$ cat config.mk
export PLATFORM = sky130hd
export DESIGN_NAME = id_stage
export DESIGN_NICKNAME = d
export VERILOG_FILES = /design/src/source/id_decode_pkg.sv /design/src/source/ctrl_decoder.sv /design/src/source/id_ex_reg.sv /design/src/source/id_stage.sv /design/src/source/imm_gen.sv /design/src/source/operand_mux.sv
export SDC_FILE = /design/constraint.sdc
export NUM_CORES = 1
export LEC_CHECK = 0
export ABC_AREA = 1
export BUFFER_PORTS_ARGS = -buffer_cell sky130_fd_sc_hd__buf_2
export CAP_MARGIN = 15
export CORE_AREA = 2 2 151 153
export DETAILED_ROUTE_END_ITERATION = 8
export DIE_AREA = 0 0 153 155
export HOLD_SLACK_MARGIN = 0.08
export SETUP_SLACK_MARGIN = 0.1
export SYNTH_ARGS = -nofsm -noshare
export SYNTH_HDL_FRONTEND = slang
export SYNTH_SLANG_ARGS = --single-unit
$ cat constraint.sdc
create_clock -name clk_i -period 1.4 [get_ports clk_i]
set_input_delay 0.21 -clock clk_i [delete_from_list [all_inputs] [get_ports clk_i]]
set_output_delay 0.21 -clock clk_i [all_outputs]
set_load 0.05 [all_outputs]
$ cat src/source/id_decode_pkg.sv
`default_nettype none

package id_decode_pkg;

    // ------------------------------
    // Widths
    // ------------------------------
    localparam int XLEN       = 32;
    localparam int REG_ADDR_W = 5;

    // ------------------------------
    // Opcodes and funct codes
    // ------------------------------
    typedef enum logic [6:0] {
        OP_LOAD   = 7'b0000011,
        OP_ALUI   = 7'b0010011,
        OP_AUIPC  = 7'b0010111,
        OP_STORE  = 7'b0100011,
        OP_ALU    = 7'b0110011,
        OP_LUI    = 7'b0110111,
        OP_BRANCH = 7'b1100011,
        OP_JALR   = 7'b1100111,
        OP_JAL    = 7'b1101111
    } opcode_e;

    localparam logic [2:0] F3_LB    = 3'b000;
    localparam logic [2:0] F3_LH    = 3'b001;
    localparam logic [2:0] F3_LW    = 3'b010;
    localparam logic [2:0] F3_LBU   = 3'b100;
    localparam logic [2:0] F3_LHU   = 3'b101;

    // Register ALU ops use the same funct3 values
    localparam logic [2:0] F3_ADDI  = 3'b000;
    localparam logic [2:0] F3_SLLI  = 3'b001;
    localparam logic [2:0] F3_SLTI  = 3'b010;
    localparam logic [2:0] F3_SLTIU = 3'b011;
    localparam logic [2:0] F3_XORI  = 3'b100;
    localparam logic [2:0] F3_SRI   = 3'b101; // SRLI and SRAI
    localparam logic [2:0] F3_ORI   = 3'b110;
    localparam logic [2:0] F3_ANDI  = 3'b111;

    localparam logic [2:0] F3_JALR  = 3'b000;

    localparam logic [2:0] F3_SB    = 3'b000;
    localparam logic [2:0] F3_SH    = 3'b001;
    localparam logic [2:0] F3_SW    = 3'b010;

    localparam logic [2:0] F3_BEQ   = 3'b000;
    localparam logic [2:0] F3_BNE   = 3'b001;
    localparam logic [2:0] F3_BLT   = 3'b100;
    localparam logic [2:0] F3_BGE   = 3'b101;
    localparam logic [2:0] F3_BLTU  = 3'b110;
    localparam logic [2:0] F3_BGEU  = 3'b111;

    localparam logic [6:0] F7_BASE  = 7'b0000000;
    localparam logic [6:0] F7_ALT   = 7'b0100000; // SUB and SRA

    // ------------------------------
    // Decode results
    // ------------------------------
    typedef enum logic [3:0] {
        ALU_NOP, ALU_ADD, ALU_SUB, ALU_SLL, ALU_SRL, ALU_SRA, ALU_XOR, ALU_OR, ALU_AND
    } alu_op_e;

    typedef enum logic [2:0] {
        CMP_NOP, CMP_EQ, CMP_NE, CMP_LT, CMP_GE, CMP_LTU, CMP_GEU
    } cmp_op_e;

    typedef enum logic [3:0] {
        MEM_NOP, MEM_LB, MEM_LH, MEM_LW, MEM_LBU, MEM_LHU, MEM_SB, MEM_SH, MEM_SW
    } mem_op_e;

    typedef enum logic [1:0] {EX_OUT_ALU, EX_OUT_CMP, EX_OUT_PCN} ex_out_sel_e;

    typedef enum logic [2:0] {
        IMM_I, IMM_I_JR, IMM_I_SHR, IMM_S, IMM_B, IMM_U, IMM_J
    } imm_fmt_e;

    typedef enum logic {SRC_A_RA, SRC_A_PC} src_a_e;
    typedef enum logic {SRC_B_RB, SRC_B_IMM} src_b_e;
    typedef enum logic {WB_LINK, WB_IMM} wb_src_e;

endpackage

`default_nettype wire

$ cat src/source/ctrl_decoder.sv
`timescale 1ns/1ps
`default_nettype none

module ctrl_decoder (
    input  logic [id_decode_pkg::XLEN-1:0] insn_i,
    input  logic                           en_i,
    output id_decode_pkg::alu_op_e         alu_op_o,
    output id_decode_pkg::cmp_op_e         cmp_op_o,
    output id_decode_pkg::mem_op_e         mem_op_o,
    output id_decode_pkg::ex_out_sel_e     ex_out_sel_o,
    output id_decode_pkg::imm_fmt_e        imm_fmt_o,
    output id_decode_pkg::src_a_e          src_a_o,
    output id_decode_pkg::src_b_e          src_b_o,
    output id_decode_pkg::wb_src_e         wb_src_o,
    output logic                           gpr_we_n_o,
    output logic                           jump_taken_o,
    output logic [1:0]                     src_reg_used_o
);

    import id_decode_pkg::*;

    opcode_e    opcode;
    logic [2:0] funct3;
    logic [6:0] funct7;
    logic       is_r;    // Register form of the ALU group
    logic       f7_base; // funct7 acceptable for a plain ALU op

    assign opcode  = opcode_e'(insn_i[6:0]);
    assign funct3  = insn_i[14:12];
    assign funct7  = insn_i[31:25];
    assign is_r    = (opcode == OP_ALU);
    assign f7_base = !is_r || (funct7 == F7_BASE); // Immediate forms have no funct7

    always_comb begin
        alu_op_o       = ALU_NOP; // Idle defaults
        cmp_op_o       = CMP_NOP;
        mem_op_o       = MEM_NOP;
        ex_out_sel_o   = EX_OUT_ALU;
        imm_fmt_o      = IMM_I;
        src_a_o        = SRC_A_RA;
        src_b_o        = SRC_B_RB;
        wb_src_o       = WB_LINK;
        gpr_we_n_o     = 1'b1;
        jump_taken_o   = 1'b0;
        src_reg_used_o = 2'b00;

        if (en_i) begin
            case (opcode)
                OP_LOAD: begin
                    src_reg_used_o = 2'b01;
                    src_b_o        = SRC_B_IMM;
                    case (funct3)
                        F3_LB:   mem_op_o = MEM_LB;
                        F3_LH:   mem_op_o = MEM_LH;
                        F3_LW:   mem_op_o = MEM_LW;
                        F3_LBU:  mem_op_o = MEM_LBU;
                        F3_LHU:  mem_op_o = MEM_LHU;
                        default: mem_op_o = MEM_NOP;
                    endcase
                    if (mem_op_o != MEM_NOP) begin
                        alu_op_o   = ALU_ADD; // Address is ra + imm
                        gpr_we_n_o = 1'b0;
                    end
                end
                OP_ALUI, OP_ALU: begin
                    src_reg_used_o = is_r ? 2'b11 : 2'b01;
                    src_b_o        = is_r ? SRC_B_RB : SRC_B_IMM;
                    case (funct3)
                        F3_ADDI: begin
                            if (f7_base) begin
                                alu_op_o = ALU_ADD;
                            end else if (funct7 == F7_ALT) begin
                                alu_op_o = ALU_SUB; // Only reached for register form
                            end
                        end
                        F3_SLLI: begin
                            imm_fmt_o = IMM_I_SHR;
                            if (funct7 == F7_BASE) alu_op_o = ALU_SLL;
                        end
                        F3_SLTI:  if (f7_base) cmp_op_o = CMP_LT;
                        F3_SLTIU: if (f7_base) cmp_op_o = CMP_LTU;
                        F3_XORI:  if (f7_base) alu_op_o = ALU_XOR;
                        F3_SRI: begin
                            imm_fmt_o = IMM_I_SHR;
                            if (funct7 == F7_BASE) begin
                                alu_op_o = ALU_SRL;
                            end else if (funct7 == F7_ALT) begin
                                alu_op_o = ALU_SRA;
                            end
                        end
                        F3_ORI:   if (f7_base) alu_op_o = ALU_OR;
                        F3_ANDI:  if (f7_base) alu_op_o = ALU_AND;
                    endcase
                    if (cmp_op_o != CMP_NOP) ex_out_sel_o = EX_OUT_CMP; // Set-less-than result
                    if (alu_op_o != ALU_NOP || cmp_op_o != CMP_NOP) gpr_we_n_o = 1'b0;
                end
                OP_JALR: begin
                    src_reg_used_o = 2'b01;
                    if (funct3 == F3_JALR) begin
                        alu_op_o     = ALU_ADD; // Target ra + imm, bit 0 cleared
                        src_b_o      = SRC_B_IMM;
                        imm_fmt_o    = IMM_I_JR;
                        ex_out_sel_o = EX_OUT_PCN;
                        gpr_we_n_o   = 1'b0;
                        jump_taken_o = 1'b1;
                    end
                end
                OP_JAL: begin
                    alu_op_o     = ALU_ADD; // Target pc + imm
                    src_a_o      = SRC_A_PC;
                    src_b_o      = SRC_B_IMM;
                    imm_fmt_o    = IMM_J;
                    ex_out_sel_o = EX_OUT_PCN;
                    gpr_we_n_o   = 1'b0;
                    jump_taken_o = 1'b1;
                end
                OP_LUI: begin
                    imm_fmt_o    = IMM_U;
                    wb_src_o     = WB_IMM; // Immediate goes straight to rd
                    ex_out_sel_o = EX_OUT_PCN;
                    gpr_we_n_o   = 1'b0;
                end
                OP_AUIPC: begin
                    alu_op_o   = ALU_ADD;
                    src_a_o    = SRC_A_PC;
                    src_b_o    = SRC_B_IMM;
                    imm_fmt_o  = IMM_U;
                    gpr_we_n_o = 1'b0;
                end
                OP_STORE: begin
                    src_reg_used_o = 2'b11;
                    src_b_o        = SRC_B_IMM;
                    imm_fmt_o      = IMM_S;
                    case (funct3)
                        F3_SB:   mem_op_o = MEM_SB;
                        F3_SH:   mem_op_o = MEM_SH;
                        F3_SW:   mem_op_o = MEM_SW;
                        default: mem_op_o = MEM_NOP;
                    endcase
                    if (mem_op_o != MEM_NOP) alu_op_o = ALU_ADD;
                end
                OP_BRANCH: begin
                    src_reg_used_o = 2'b11;
                    src_a_o        = SRC_A_PC;
                    src_b_o        = SRC_B_IMM;
                    imm_fmt_o      = IMM_B;
                    case (funct3)
                        F3_BEQ:  cmp_op_o = CMP_EQ;
                        F3_BNE:  cmp_op_o = CMP_NE;
                        F3_BLT:  cmp_op_o = CMP_LT;
                        F3_BGE:  cmp_op_o = CMP_GE;
                        F3_BLTU: cmp_op_o = CMP_LTU;
                        F3_BGEU: cmp_op_o = CMP_GEU;
                        default: cmp_op_o = CMP_NOP;
                    endcase
                    if (cmp_op_o != CMP_NOP) alu_op_o = ALU_ADD; // Branch target only
                end
                default: src_reg_used_o = 2'b11;
            endcase
        end
    end

endmodule

`default_nettype wire

$ cat src/source/id_ex_reg.sv
`timescale 1ns/1ps
`default_nettype none

module id_ex_reg (
    input  logic                                 clk_i,
    input  logic                                 rst_n_i,
    input  logic                                 valid_i,
    input  id_decode_pkg::alu_op_e               alu_op_i,
    input  logic [id_decode_pkg::XLEN-1:0]       alu_in_0_i,
    input  logic [id_decode_pkg::XLEN-1:0]       alu_in_1_i,
    input  id_decode_pkg::cmp_op_e               cmp_op_i,
    input  logic [id_decode_pkg::XLEN-1:0]       cmp_in_0_i,
    input  logic [id_decode_pkg::XLEN-1:0]       cmp_in_1_i,
    input  id_decode_pkg::mem_op_e               mem_op_i,
    input  logic [id_decode_pkg::XLEN-1:0]       mem_wr_data_i,
    input  id_decode_pkg::ex_out_sel_e           ex_out_sel_i,
    input  logic [id_decode_pkg::XLEN-1:0]       gpr_wr_data_i,
    input  logic [id_decode_pkg::REG_ADDR_W-1:0] dst_addr_i,
    input  logic                                 gpr_we_n_i,
    input  logic                                 jump_taken_i,
    input  logic [1:0]                           src_reg_used_i,
    output logic                                 id_valid_o,
    output id_decode_pkg::alu_op_e               alu_op_o,
    output logic [id_decode_pkg::XLEN-1:0]       alu_in_0_o,
    output logic [id_decode_pkg::XLEN-1:0]       alu_in_1_o,
    output id_decode_pkg::cmp_op_e               cmp_op_o,
    output logic [id_decode_pkg::XLEN-1:0]       cmp_in_0_o,
    output logic [id_decode_pkg::XLEN-1:0]       cmp_in_1_o,
    output id_decode_pkg::mem_op_e               mem_op_o,
    output logic [id_decode_pkg::XLEN-1:0]       mem_wr_data_o,
    output id_decode_pkg::ex_out_sel_e           ex_out_sel_o,
    output logic [id_decode_pkg::XLEN-1:0]       gpr_wr_data_o,
    output logic [id_decode_pkg::REG_ADDR_W-1:0] dst_addr_o,
    output logic                                 gpr_we_n_o,
    output logic                                 jump_taken_o,
    output logic [1:0]                           src_reg_used_o
);

    import id_decode_pkg::*;

    // ------------------------------
    // Control fields
    // ------------------------------
    always_ff @(posedge clk_i or negedge rst_n_i) begin
        if (!rst_n_i) begin
            id_valid_o     <= 1'b0;
            alu_op_o       <= ALU_NOP;
            cmp_op_o       <= CMP_NOP;
            mem_op_o       <= MEM_NOP;
            ex_out_sel_o   <= EX_OUT_ALU;
            gpr_we_n_o     <= 1'b1;    // No write out of reset
            jump_taken_o   <= 1'b0;
            src_reg_used_o <= 2'b00;
        end else begin
            id_valid_o     <= valid_i;
            alu_op_o       <= alu_op_i;
            cmp_op_o       <= cmp_op_i;
            mem_op_o       <= mem_op_i;
            ex_out_sel_o   <= ex_out_sel_i;
            gpr_we_n_o     <= gpr_we_n_i;
            jump_taken_o   <= jump_taken_i;
            src_reg_used_o <= src_reg_used_i;
        end
    end

    // ------------------------------
    // Data fields
    // ------------------------------
    always_ff @(posedge clk_i) begin
        alu_in_0_o    <= alu_in_0_i;
        alu_in_1_o    <= alu_in_1_i;
        cmp_in_0_o    <= cmp_in_0_i;
        cmp_in_1_o    <= cmp_in_1_i;
        mem_wr_data_o <= mem_wr_data_i;
        gpr_wr_data_o <= gpr_wr_data_i;
        dst_addr_o    <= dst_addr_i;
    end

endmodule

`default_nettype wire

$ cat src/source/id_stage.sv
`timescale 1ns/1ps
`default_nettype none

module id_stage (
    input  logic                                 clk_i,
    input  logic                                 rst_n_i,
    input  logic                                 if_en_i,
    input  logic [id_decode_pkg::XLEN-1:0]       if_insn_i,
    input  logic [id_decode_pkg::XLEN-1:0]       insn_pc_i,
    input  logic [id_decode_pkg::XLEN-1:0]       link_pc_i,
    input  logic [id_decode_pkg::XLEN-1:0]       ra_data_i,
    input  logic [id_decode_pkg::XLEN-1:0]       rb_data_i,
    output logic [id_decode_pkg::REG_ADDR_W-1:0] ra_addr_o,
    output logic [id_decode_pkg::REG_ADDR_W-1:0] rb_addr_o,
    output logic                                 id_valid_o,
    output id_decode_pkg::alu_op_e               alu_op_o,
    output logic [id_decode_pkg::XLEN-1:0]       alu_in_0_o,
    output logic [id_decode_pkg::XLEN-1:0]       alu_in_1_o,
    output id_decode_pkg::cmp_op_e               cmp_op_o,
    output logic [id_decode_pkg::XLEN-1:0]       cmp_in_0_o,
    output logic [id_decode_pkg::XLEN-1:0]       cmp_in_1_o,
    output id_decode_pkg::mem_op_e               mem_op_o,
    output logic [id_decode_pkg::XLEN-1:0]       mem_wr_data_o,
    output id_decode_pkg::ex_out_sel_e           ex_out_sel_o,
    output logic [id_decode_pkg::XLEN-1:0]       gpr_wr_data_o,
    output logic [id_decode_pkg::REG_ADDR_W-1:0] dst_addr_o,
    output logic                                 gpr_we_n_o,
    output logic                                 jump_taken_o,
    output logic [1:0]                           src_reg_used_o
);

    import id_decode_pkg::*;

    alu_op_e         dec_alu_op;
    cmp_op_e         dec_cmp_op;
    mem_op_e         dec_mem_op;
    ex_out_sel_e     dec_ex_out_sel;
    imm_fmt_e        dec_imm_fmt;
    src_a_e          dec_src_a;
    src_b_e          dec_src_b;
    wb_src_e         dec_wb_src;
    logic            dec_gpr_we_n;
    logic            dec_jump_taken;
    logic [1:0]      dec_src_reg_used;
    logic [XLEN-1:0] imm;
    logic [XLEN-1:0] alu_in_0;
    logic [XLEN-1:0] alu_in_1;
    logic [XLEN-1:0] cmp_in_0;
    logic [XLEN-1:0] cmp_in_1;
    logic [XLEN-1:0] mem_wr_data;
    logic [XLEN-1:0] gpr_wr_data;

    assign ra_addr_o = if_insn_i[19:15]; // Register file read, same cycle
    assign rb_addr_o = if_insn_i[24:20];

    ctrl_decoder u_ctrl_decoder (
        .insn_i         (if_insn_i),
        .en_i           (if_en_i),
        .alu_op_o       (dec_alu_op),
        .cmp_op_o       (dec_cmp_op),
        .mem_op_o       (dec_mem_op),
        .ex_out_sel_o   (dec_ex_out_sel),
        .imm_fmt_o      (dec_imm_fmt),
        .src_a_o        (dec_src_a),
        .src_b_o        (dec_src_b),
        .wb_src_o       (dec_wb_src),
        .gpr_we_n_o     (dec_gpr_we_n),
        .jump_taken_o   (dec_jump_taken),
        .src_reg_used_o (dec_src_reg_used)
    );

    imm_gen u_imm_gen (
        .insn_i    (if_insn_i),
        .imm_fmt_i (dec_imm_fmt),
        .imm_o     (imm)
    );

    operand_mux u_operand_mux (
        .ra_data_i     (ra_data_i),
        .rb_data_i     (rb_data_i),
        .insn_pc_i     (insn_pc_i),
        .link_pc_i     (link_pc_i),
        .imm_i         (imm),
        .src_a_i       (dec_src_a),
        .src_b_i       (dec_src_b),
        .wb_src_i      (dec_wb_src),
        .alu_in_0_o    (alu_in_0),
        .alu_in_1_o    (alu_in_1),
        .cmp_in_0_o    (cmp_in_0),
        .cmp_in_1_o    (cmp_in_1),
        .mem_wr_data_o (mem_wr_data),
        .gpr_wr_data_o (gpr_wr_data)
    );

    id_ex_reg u_id_ex_reg (
        .clk_i          (clk_i),
        .rst_n_i        (rst_n_i),
        .valid_i        (if_en_i),
        .alu_op_i       (dec_alu_op),
        .alu_in_0_i     (alu_in_0),
        .alu_in_1_i     (alu_in_1),
        .cmp_op_i       (dec_cmp_op),
        .cmp_in_0_i     (cmp_in_0),
        .cmp_in_1_i     (cmp_in_1),
        .mem_op_i       (dec_mem_op),
        .mem_wr_data_i  (mem_wr_data),
        .ex_out_sel_i   (dec_ex_out_sel),
        .gpr_wr_data_i  (gpr_wr_data),
        .dst_addr_i     (if_insn_i[11:7]), // rd field
        .gpr_we_n_i     (dec_gpr_we_n),
        .jump_taken_i   (dec_jump_taken),
        .src_reg_used_i (dec_src_reg_used),
        .id_valid_o     (id_valid_o),
        .alu_op_o       (alu_op_o),
        .alu_in_0_o     (alu_in_0_o),
        .alu_in_1_o     (alu_in_1_o),
        .cmp_op_o       (cmp_op_o),
        .cmp_in_0_o     (cmp_in_0_o),
        .cmp_in_1_o     (cmp_in_1_o),
        .mem_op_o       (mem_op_o),
        .mem_wr_data_o  (mem_wr_data_o),
        .ex_out_sel_o   (ex_out_sel_o),
        .gpr_wr_data_o  (gpr_wr_data_o),
        .dst_addr_o     (dst_addr_o),
        .gpr_we_n_o     (gpr_we_n_o),
        .jump_taken_o   (jump_taken_o),
        .src_reg_used_o (src_reg_used_o)
    );

endmodule

`default_nettype wire

$ cat src/source/imm_gen.sv
`timescale 1ns/1ps
`default_nettype none

module imm_gen (
    input  logic [id_decode_pkg::XLEN-1:0] insn_i,
    input  id_decode_pkg::imm_fmt_e        imm_fmt_i,
    output logic [id_decode_pkg::XLEN-1:0] imm_o
);

    import id_decode_pkg::*;

    logic [XLEN-1:0] imm_i;
    logic [XLEN-1:0] imm_i_jr;
    logic [XLEN-1:0] imm_i_shr;
    logic [XLEN-1:0] imm_s;
    logic [XLEN-1:0] imm_b;
    logic [XLEN-1:0] imm_u;
    logic [XLEN-1:0] imm_j;

    assign imm_i     = {{20{insn_i[31]}}, insn_i[31:20]};
    assign imm_i_jr  = {{20{insn_i[31]}}, insn_i[31:21], 1'b0}; // Bit 0 forced low
    assign imm_i_shr = {{27{insn_i[31]}}, insn_i[24:20]};       // shamt only
    assign imm_s     = {{20{insn_i[31]}}, insn_i[31:25], insn_i[11:7]};
    assign imm_b     = {{20{insn_i[31]}}, insn_i[7], insn_i[30:25], insn_i[11:8], 1'b0};
    assign imm_u     = {insn_i[31:12], 12'b0};
    assign imm_j     = {{12{insn_i[31]}}, insn_i[19:12], insn_i[20], insn_i[30:21], 1'b0};

    always_comb begin
        case (imm_fmt_i)
            IMM_I_JR:  imm_o = imm_i_jr;
            IMM_I_SHR: imm_o = imm_i_shr;
            IMM_S:     imm_o = imm_s;
            IMM_B:     imm_o = imm_b;
            IMM_U:     imm_o = imm_u;
            IMM_J:     imm_o = imm_j;
            default:   imm_o = imm_i;
        endcase
    end

endmodule

`default_nettype wire

$ cat src/source/operand_mux.sv
`timescale 1ns/1ps
`default_nettype none

module operand_mux (
    input  logic [id_decode_pkg::XLEN-1:0] ra_data_i,
    input  logic [id_decode_pkg::XLEN-1:0] rb_data_i,
    input  logic [id_decode_pkg::XLEN-1:0] insn_pc_i,
    input  logic [id_decode_pkg::XLEN-1:0] link_pc_i,
    input  logic [id_decode_pkg::XLEN-1:0] imm_i,
    input  id_decode_pkg::src_a_e          src_a_i,
    input  id_decode_pkg::src_b_e          src_b_i,
    input  id_decode_pkg::wb_src_e         wb_src_i,
    output logic [id_decode_pkg::XLEN-1:0] alu_in_0_o,
    output logic [id_decode_pkg::XLEN-1:0] alu_in_1_o,
    output logic [id_decode_pkg::XLEN-1:0] cmp_in_0_o,
    output logic [id_decode_pkg::XLEN-1:0] cmp_in_1_o,
    output logic [id_decode_pkg::XLEN-1:0] mem_wr_data_o,
    output logic [id_decode_pkg::XLEN-1:0] gpr_wr_data_o
);

    import id_decode_pkg::*;

    logic cmp_use_imm;

    // PC-relative forms (branches) compare ra against rb; the
    // immediate feeds the compare only for SLTI and SLTIU
    assign cmp_use_imm = (src_b_i == SRC_B_IMM) && (src_a_i == SRC_A_RA);

    assign alu_in_0_o    = (src_a_i == SRC_A_PC) ? insn_pc_i : ra_data_i;
    assign alu_in_1_o    = (src_b_i == SRC_B_IMM) ? imm_i : rb_data_i;
    assign cmp_in_0_o    = ra_data_i;
    assign cmp_in_1_o    = cmp_use_imm ? imm_i : rb_data_i;
    assign mem_wr_data_o = rb_data_i;                                 // Store data
    assign gpr_wr_data_o = (wb_src_i == WB_IMM) ? imm_i : link_pc_i; // LUI or link

endmodule

`default_nettype wire

# Word level (Yosys, flattened, before mapping)
# Index checks and enable logic that the tools add are counted.
[classes]
eq_ne = 23
n_mux = 66
bitwise = 1
n_reduce_logical = 20
[op_table]
columns = ["op", "count"]
rows = [
  ["31-bit case mux with 6 select lines", 1],
  ["32-bit two-way mux", 4],
  ["4-bit case mux with 6 select lines", 2],
  ["4-bit two-way mux", 11],
  ["3-bit case mux with 6 select lines", 2],
  ["3-bit two-way mux", 10],
  ["7-bit by 6-bit equality test with 1-bit output, second input constant", 4],
  ["3-bit equality test, second input constant", 7],
  ["7-bit equality test, second input constant", 3],
  ["1-bit two-way mux", 18],
  ["2-bit two-way mux", 8],
  ["3-bit case mux with 5 select lines", 1],
  ["7-bit by 5-bit equality test with 1-bit output, second input constant", 2],
  ["3-bit by 2-bit equality test with 1-bit output, second input constant", 4],
  ["2-bit case mux with 3 select lines", 2],
  ["3-bit case mux with 2 select lines", 2],
  ["4-bit case mux with 3 select lines", 1],
  ["4-bit nonzero test", 3],
  ["2-bit OR reduction", 6],
  ["4-bit case mux with 2 select lines", 1],
  ["7-bit by 2-bit equality test with 1-bit output, second input constant", 1],
  ["7-bit zero test", 1],
  ["3-bit by 1-bit equality test with 1-bit output, second input constant", 2],
  ["3-bit nonzero test", 2],
  ["10 further kinds", 12],
]
[totals]
regBits = 215
inputBits = 163

# Logic depth before layout (Yosys ltp)
# Gate-level depths: netlist of run 1.
[logic_depth]
ltp_word = 12
mapped_depth = 15

# Modules after synthesis
# A second synthesis of run 1 with hierarchy kept.
[unflattened]
hier_cells = 983
area_unflattened_um2 = 8235.4
[modules_own_cells]
columns = ["module", "n_inst", "cells_per_inst", "area_per_inst_um2", "seq_area_each_um2"]
rows = [
  ["id_ex_reg", 1, 215, 4395.5, 4395.5],
  ["operand_mux", 1, 482, 2346.0, 0.0],
  ["ctrl_decoder", 1, 151, 723.2, 0.0],
  ["imm_gen", 1, 125, 695.7, 0.0],
  ["id_stage", 1, 10, 75.1, 0.0],
]

# Worst setup path after synthesis of run 1
# No wires, ideal clock.
[synth_timing]
kind = "input to register"
start = "in if_insn_i[5] in the netlist's numbering"
end = "reg u_id_ex_reg.gpr_wr_data_o[21] in the netlist's numbering"
t_arrival_ns = 1.476
t_required_ns = 1.288
setup_slack_ns = -0.188
stages = 13
n_path_buf = 2
path_cell_list = "buf_2 > nand3_2 > inv_2 > nand2_4 > nand3_1 > nand2_2 > nand3_2 > nand3_2 > nand2_4 > buf_8 > nand3_2 > nand2_1 > nand2_1"
[synth_via]
elab_chain_len = 7
[synth_rtl]
columns = ["element", "line", "rtl"]
rows = [
  ["start, declared", "id_stage.sv:8", "input logic [id_decode_pkg::XLEN-1:0] if_insn_i,"],
  ["7-bit by 6-bit equality test with 1-bit output or 7-bit by 5-bit equality test with 1-bit output (tied branches)", "ctrl_decoder.sv:48", "case (opcode)"],
  ["2-bit OR reduction, on equally long branches", "n/a", ""],
  ["3-bit case mux with 6 select lines", "ctrl_decoder.sv:48", ""],
  ["3-bit two-way mux", "ctrl_decoder.sv:47", "if (en_i) begin"],
  ["3-bit equality test (tied with other cells)", "imm_gen.sv:29", "case (imm_fmt_i)"],
  ["31-bit case mux with 6 select lines", "imm_gen.sv:29", ""],
  ["32-bit two-way mux (*)", "operand_mux.sv:34", "assign gpr_wr_data_o = (wb_src_i == WB_IMM) ? imm_i : link_pc_i;"],
  ["net gpr_wr_data[21]", "id_stage.sv:51", "logic [XLEN-1:0] gpr_wr_data;"],
  ["end signal, assigned", "id_ex_reg.sv:75", "gpr_wr_data_o <= gpr_wr_data_i;"],
  ["end, declared", "id_ex_reg.sv:32", "output logic [id_decode_pkg::XLEN-1:0] gpr_wr_data_o,"],
]
# Mark *: on every way through the listed nets, which the timed path passes. The rest lies on a longest branch.

# Worst setup path in the final report of run 1
[layout_timing]
start = "in if_insn_i[3] in the netlist's numbering"
end = "reg u_id_ex_reg.alu_in_1_o[22] in the netlist's numbering"
[layout_via]
elab_chain_len = 7
[layout_rtl]
columns = ["element", "line", "rtl"]
rows = [
  ["7-bit by 6-bit equality test with 1-bit output (tied with other cells)", "ctrl_decoder.sv:48", ""],
  ["2-bit OR reduction, on equally long branches", "n/a", ""],
  ["3-bit case mux with 6 select lines", "ctrl_decoder.sv:48", ""],
  ["3-bit two-way mux", "ctrl_decoder.sv:47", ""],
  ["3-bit equality test (tied with other cells)", "imm_gen.sv:29", ""],
  ["31-bit case mux with 6 select lines", "imm_gen.sv:29", ""],
  ["32-bit two-way mux (*)", "operand_mux.sv:30", "assign alu_in_1_o = (src_b_i == SRC_B_IMM) ? imm_i : rb_data_i;"],
  ["net alu_in_1[22]", "id_stage.sv:47", "logic [XLEN-1:0] alu_in_1;"],
  ["end signal, assigned", "id_ex_reg.sv:71", "alu_in_1_o <= alu_in_1_i;"],
  ["end, declared", "id_ex_reg.sv:25", "output logic [id_decode_pkg::XLEN-1:0] alu_in_1_o,"],
]
# Marks and branches as above.

==> results.tsv, run 1 <==
stage	metric	value	unit
timing	period utilization	1.01	
global_routing	vias in the first global route	8033	
layout	commonest non-fill, non-tap cell in the layout	nand2_1	
global_routing	initial antenna violation count	2	
route	Pre-antenna DRT Iters	5	
timing	Final Setup Violations	5	
worst_setup_path	Worst setup EP type	flop	
worst_setup_path	Critical Path Start Type	primary input	
route	Initial DRC Count	387	
timing	Peak Freq	707	MHz
floorplanning	row count	55	
worst_setup_path	CP peak stage delay	0.22	ns
logic_synthesis	number of library cell types mapped by synthesis	35	
power	Static Leak	7.25	nW
placed_design	DP HPWL	20.6	mm
timing	final setup margin	-0.0149	ns
power	Design Power	15.5	mW
layout	Register Area	4400	um^2
placed_design	Final Wtd Congestion	0.913	
layout	final instance area	14300	um^2
worst_setup_path	Worst Path Required	1.86	ns
route	WL/cell	18.0	um
route	met3 wire length	2.00	mm
global_routing	grt total ovfl	0	
route	DR vias	7981	
timing	final number of hold-violating endpoints	0	
layout	most frequent cells in the layout	202 x nand2_1, 198 x buf_4, 196 x dfxtp_1	
clock_tree	CTS tree	yes	
logic_synthesis	syn nets	962	
run_status	failing checks	setup timing	
route	DR top layer	met4	
clock_tree	Worst-path clk slew	0.07	ns
hold_path	hold path depth	3	
floorplanning	Die X	153	um
global_routing	first-pass GRT wire length	44.2	mm
clock_tree	H-tree level count	1	
logic_synthesis	Synth Register Bits	215	
floorplanning	# IOs	388	
timing	minimum clock period	1.41	ns
timing	final slew viol count	0	
hold_path	Hold EP	u_id_ex_reg.cmp_in_1_o[2]	
layout	share of cells above drive strength 1	0.527	
worst_setup_path	crit path cell chain	buf_8, inv_6, nand2_4, nor2_4, nand2_4, nand2_4, nor2_4, nor2_4, nand3_4, nand3_4, nand2_8, buf_12, nand3_4, nand2_2, nand2_1	
job	number of max-cap violations	0	
clock_tree	CTS Root Cell	clkbuf_16	
logic_synthesis	number of synthesized flops with an enable pin	0	
layout	multi-input logic area	3270	um^2
worst_setup_path	Crit path arrival time	1.87	ns
floorplanning	DIE HEIGHT	155	um
clock_tree	Longest Clk Path Bufs	3	
route	Met1 Routed Length	11.5	mm
timing	Least-Margin Pin Slew	0.400	ns
global_routing	largest net degree at the start of global routing	26	
route	Final ANT Viol Nets	0	
worst_setup_path	Worst Path Max Fanout	8	
power	Max IR drop VDD	0.812	mV
clock_tree	CTS sink cnt	215	
logic_synthesis	Post-synth ARST share	0.0837	
logic_synthesis	Ys Warns	0	
worst_setup_path	Critical-path top delay cell	nor2_4	
logic_synthesis	mean post-synth cell area	9.20	um^2
clock_tree	cts bufs inserted	22	
route	DRC Markers	0	
route	met2 WL	17.0	mm
route	DRT Wirelength	31.5	mm
layout	Final #Nets	1606	
logic_synthesis	Mapped Area	7350	um^2
timing	RSZ-0062 raised after global routing	yes	
hold_path	worst hold path type	primary input to flop	
run_status	status	complete, but fails checks	
hold_path	worst min-delay path startpoint	if_insn_i[22]	
placed_design	IO Port Bufs	387	
layout	Layout area overhead	94.8	%
floorplanning	Starting Density	0.331	
timing	relative slew slack	0.733	
floorplanning	die area	23700	um^2
logic_synthesis	sequential share of the synthesized area	0.598	
route	vias per std cell	4.57	
floorplanning	core region area	22200	um^2
worst_setup_path	critical path class	primary input to flop	
power	PwrDens	1090	nW/um^2
layout	Filler Cells Inserted	1689	
placed_design	placed instance area	10300	um^2
logic_synthesis	post-synthesis cell count	799	
logic_synthesis	Synth Flop Type	dfxtp_1	
global_routing	total track usage	0.235	
## power by group
part / internal, mW / total, mW / leakage, nW / switching, mW
clock network: 3.13 / 5.58 / 0.337 / 2.45
logic: 1.24 / 3.39 / 5.01 / 2.15
registers: 6.47 / 6.58 / 1.90 / 0.110
## critical path, delay by kind of cell
family	cells	cell delay, ns
simple gates	12	1.33
buf+inv	3	0.33
## routing by layer
metal | up-vias | GRT usage
li1 | 3795 | -
met1 | 3780 | 0.256
met2 | 341 | 0.448
met3 | 65 | 0.0510
met4 | 0 | 0.0838
met5 | - | 0
## state kept, by name, indices dropped and copies added, names as in the netlist
| signal | count |
|---|---|
| u_id_ex_reg.alu_op_o | 4 |
| u_id_ex_reg.cmp_in_1_o | 32 |
| u_id_ex_reg.alu_in_0_o | 32 |
| u_id_ex_reg.mem_wr_data_o | 32 |
| u_id_ex_reg.ex_out_sel_o | 2 |
| u_id_ex_reg.gpr_we_n_o | 1 |
| u_id_ex_reg.jump_taken_o | 1 |
| u_id_ex_reg.mem_op_o | 4 |
| u_id_ex_reg.id_valid_o | 1 |
| u_id_ex_reg.src_reg_used_o | 2 |
| u_id_ex_reg.dst_addr_o | 5 |
| u_id_ex_reg.gpr_wr_data_o | 32 |
| u_id_ex_reg.cmp_op_o | 3 |
| u_id_ex_reg.alu_in_1_o | 32 |
| u_id_ex_reg.cmp_in_0_o | 32 |
## cell usage after synthesis, types with 15 or more instances
master,count,area (um^2)
nand2_2,15,93.8
buf_2,17,85.1
buf_4,15,113
dfxtp_1,197,3940
nor2_1,54,203
nand2_1,261,980
mux2_2,32,360
nand3_1,31,155
dfrtp_1,17,425
o21ai_0,15,75.1
inv_1,48,180
nand3_2,17,170
## cells by family after synthesis
logic type             share of synthesized area
buffers and inverters                     0.0626
muxes                                     0.0490
AOI/OAI and AO/OA                         0.0296
and+or+nand+nor                            0.261
DFF                                        0.598
## how the worst max path moves through the flow
stage | from | endpoint | slack, ns | cells after the start
finish | if_insn_i[3] | u_id_ex_reg.alu_in_1_o[22] | -0.01 | 15
global route | if_insn_i[3] | u_id_ex_reg.alu_in_1_o[10] | -0.08 | 16
CTS | u_id_ex_reg.gpr_we_n_o | gpr_we_n_o | -0.01 | 1
detailed placement | if_insn_i[2] | u_id_ex_reg.gpr_wr_data_o[27] | -0.59 | 14
global placement | if_insn_i[3] | u_id_ex_reg.alu_in_1_o[28] | -0.57 | 14
floorplan | if_insn_i[5] | u_id_ex_reg.gpr_wr_data_o[21] | -0.11 | 14
## cell type report
class | instances | area share
inverter | 61 | 0.0198
clock inverter | 8 | 0.00428
sequential | 215 | 0.307
tap | 285 | 0.0249
timing repair buffer | 656 | 0.372
clock buffer | 31 | 0.0436
antenna | 2 | 0.000350
multi-input combinational | 487 | 0.228
## timing repair
item | CTS | global route
hold buffers | 143 | 0
endpoints found under the hold margin | 217 | 0
pin swaps | 28 | 56
buffers inserted | 9 | 20
gates cloned | 1 | 8
resized for setup | 147 | 316
setup endpoints to repair | 171 | 229
## metrics by stage
step	utilization	hold slack (ns)	setup WS, ns	TNS, ns	std cells
after global routing	0.644	0.107	-0.0809	-2.11	1745
after CTS	0.584	0.0913	-0.0109	-0.0109	1716
final	0.644	0.112	-0.0149	-0.0400	1745
after floorplan	-	-0.0856	-0.109	-5.63	799
after global placement	0.463	0.154	-0.567	-53.85	1524
after detailed placement	0.463	0.160	-0.592	-54.09	1524
No activity file was read; power rests on OpenSTA's default activity.
==> inputs of run 2 (changes only) <==
--- a/config.mk
+++ b/config.mk
@@ -8,10 +8,11 @@
 export ABC_AREA = 1
 export BUFFER_PORTS_ARGS = -buffer_cell sky130_fd_sc_hd__buf_2
 export CAP_MARGIN = 15
-export CORE_AREA = 2 2 151 153
+export CORE_AREA = 3 3 148 150
 export DETAILED_ROUTE_END_ITERATION = 8
-export DIE_AREA = 0 0 153 155
+export DIE_AREA = 0 0 151 153
 export HOLD_SLACK_MARGIN = 0.08
+export PLACE_DENSITY = 0.65
 export SETUP_SLACK_MARGIN = 0.1
 export SYNTH_ARGS = -nofsm -noshare
 export SYNTH_HDL_FRONTEND = slang
==> run 2 against run 1 <==
Compared with the run above:
- the run still ends with setup timing left
- sequential cell count did not move
- total power is 1.2% lower
- critical endpoint is now u_id_ex_reg.gpr_wr_data_o[18]
- non-clock buffer count down 14
- first-iteration DRC count shrank 24%
- largest cell class unchanged
==> results.tsv, run 2 (synthesized netlist as in run 1, its figures left out) <==
stage	metric	value	unit	change
run_status	status	complete, but fails checks		
run_status	failing checks	setup timing		
timing	period utilization	1.00		-0.00892
power	PwrDens	1080	nW/um^2	-0.29%
route	Initial DRC Count	293		-24%
timing	Min Hold Slack	0.134	ns	+0.0221 ns
layout	Final #Nets	1594		-0.75%
global_routing	initial antenna violation count	3		+1
floorplanning	DIE HEIGHT	153	um	-1.3%
placed_design	Final Wtd Congestion	0.888		-2.7%
job	number of max-cap violations	0		unchanged
worst_setup_path	crit path cell chain	buf_12, clkinv_8, nand2_4, nor2_4, buf_12, nand2_4, nor2_4, nor2_4, nor2_4, nand3_4, buf_12, nand2_8, nand2_4, nand3_4, nand2_2, nand2_2		
clock_tree	CTS tree	yes		
layout	share of cells above drive strength 1	0.510		-0.0171
timing	final number of hold-violating endpoints	0		unchanged
route	Final ANT Viol Nets	0		unchanged
worst_setup_path	Worst Path Max Fanout	8		unchanged
floorplanning	row count	53		-3.6%
power	Static Leak	7.21	nW	-0.44%
placed_design	post-place setup slack	-0.569	ns	+0.0238 ns
route	DRT Wirelength	32.5	mm	+3.2%
route	Pre-antenna DRT Iters	6		+1
clock_tree	CTS sink cnt	215		unchanged
hold_path	worst hold path type	primary input to flop		
timing	Final Setup Violations	1		-4
worst_setup_path	CP peak stage delay	0.19	ns	-0.03 ns
timing	minimum clock period	1.40	ns	-0.0125 ns
route	DR vias	7950		-0.39%
worst_setup_path	Critical Path Start Type	primary input		
global_routing	first-pass GRT wire length	44.6	mm	+1.1%
route	DRC Markers	0		unchanged
placed_design	placed instance area	10300	um^2	-0.12%
timing	setup_tns	-0.00245	ns	+0.0375 ns
worst_setup_path	Worst Path Required	1.85	ns	about the same
floorplanning	core region area	20800	um^2	-6.3%
hold_path	hold path depth	5		+2
timing	final setup margin	-0.00245	ns	+0.0125 ns
timing	Peak Freq	713	MHz	+0.89%
placed_design	DP HPWL	20.4	mm	-1.3%
floorplanning	# IOs	388		unchanged
global_routing	vias in the first global route	8167		+1.7%
route	vias per std cell	4.61		+0.82%
placed_design	IO Port Bufs	387		unchanged
hold_path	worst min-delay path startpoint	if_insn_i[18]		
worst_setup_path	critical path's most frequent cell	nor2_4		
timing	final slew viol count	0		unchanged
floorplanning	Die X	151	um	-1.3%
layout	commonest non-fill, non-tap cell in the layout	nand2_1		
floorplanning	Starting Density	0.353		+0.0223
timing	RSZ-0062 raised after global routing	yes		
global_routing	largest net degree at the start of global routing	33		+27%
route	WL/cell	18.8	um	+4.5%
timing	Least-Margin Pin Slew	0.373	ns	-0.0268 ns
layout	Layout area overhead	93.1	%	
timing	relative slew slack	0.748		+0.0146
floorplanning	die area	23100	um^2	-2.6%
worst_setup_path	Crit path arrival time	1.85	ns	-0.02 ns
worst_setup_path	critical path class	primary input to flop		
layout	final instance area	14200	um^2	-0.87%
layout	Filler Cells Inserted	1450		-14%
clock_tree	H-tree level count	1		unchanged
clock_tree	CTS Root Cell	clkbuf_16		
layout	most frequent cells in the layout	218 x nand2_1, 194 x dfxtp_1, 191 x buf_4		
global_routing	total track usage	0.249		+0.0137
worst_setup_path	Worst setup EP type	flop		
clock_tree	Worst-path clk slew	0.06	ns	about the same
global_routing	grt total ovfl	0		unchanged
power	Max IR drop VDD	1.10	mV	+35%
clock_tree	Longest Clk Path Bufs	3		unchanged
worst_setup_path	Critical-path top delay cell	nor2_4		
hold_path	Hold EP	u_id_ex_reg.alu_in_1_o[18]		
clock_tree	cts bufs inserted	22		unchanged
layout	fin util	0.682		+0.0375
==> run 2: changes by cell type in the layout (fill, tap and decap cells not counted), moves of 4 or more <==
cell      before  now
nand2_1      202  218
nand2_2       48   32
buf_4        198  191
clkbuf_4      82   76
clkbuf_1       5   10
nor2_4        29   34
nand2_8        4    8
==> run 2: layer usage <==
layer | part of all wire | wire (um) | up-vias | track usage
met3 | 0.076 | 2480 | 105 | 0.0688
met1 | 0.36 | 11500 | 3693 | 0.265
met5 | 0.00022 | 7 | - | 0
li1 | - | - | 3781 | -
met2 | 0.52 | 16900 | 369 | 0.442
met4 | 0.049 | 1580 | 2 | 0.128
==> run 2: worst max-delay path, delay by kind of cell <==
kind | cells | cell delay, ns
buffers and inverters | 4 | 0.44
and+or+nand+nor | 12 | 1.20
==> run 2: layout make-up <==
class	instances	area, um^2	area share
Clock inverter	5	42.5	0.00300
Tap cell	275	344	0.0242
Multi-Input combinational cell	489	3300	0.233
Sequential cell	215	4400	0.310
Clock buffer	34	616	0.0434
Antenna cell	3	7.51	0.000529
Timing Repair Buffer	642	5200	0.367
Inverter	61	278	0.0196
==> run 2: worst max path at each step <==
stage	startpoint	to	cells after the start
final	if_insn_i[3]	u_id_ex_reg.gpr_wr_data_o[18]	16
after global routing	if_insn_i[2]	u_id_ex_reg.gpr_wr_data_o[18]	15
after CTS	u_id_ex_reg.gpr_we_n_o	gpr_we_n_o	1
after detailed placement	if_insn_i[3]	u_id_ex_reg.gpr_wr_data_o[24]	15
after global placement	if_insn_i[3]	u_id_ex_reg.alu_in_1_o[18]	13
after floorplan	if_insn_i[5]	u_id_ex_reg.gpr_wr_data_o[21]	14
==> run 2: what timing repair did <==
action / CTS / global route
pin swaps: 58 / 53
gates resized for setup: 188 / 265
hold buffers: 142 / 0
endpoints found under the setup margin: 180 / 216
buffers inserted: 8 / 9
gates cloned: 2 / 11
endpoints found under the hold margin: 216 / 0
==> run 2: power by group <==
part | leakage, nW | total [mW] | switching, mW | internal [mW]
Clock | 0.317 | 5.42 | 2.37 | 3.04
Sequential | 1.90 | 6.59 | 0.118 | 6.47
Combinational | 5.00 | 3.36 | 2.15 | 1.21
Total | 7.21 | 15.4 | 4.64 | 10.7
==> run 2: stage by stage <==
step           power (mW)  instances
5_1_grt              15.9       1723
4_1_cts              15.1       1702
3_5_place_dp         9.28       1511
2_1_floorplan        8.41        799
3_3_place_gp         9.27       1511
6_report             15.4       1724
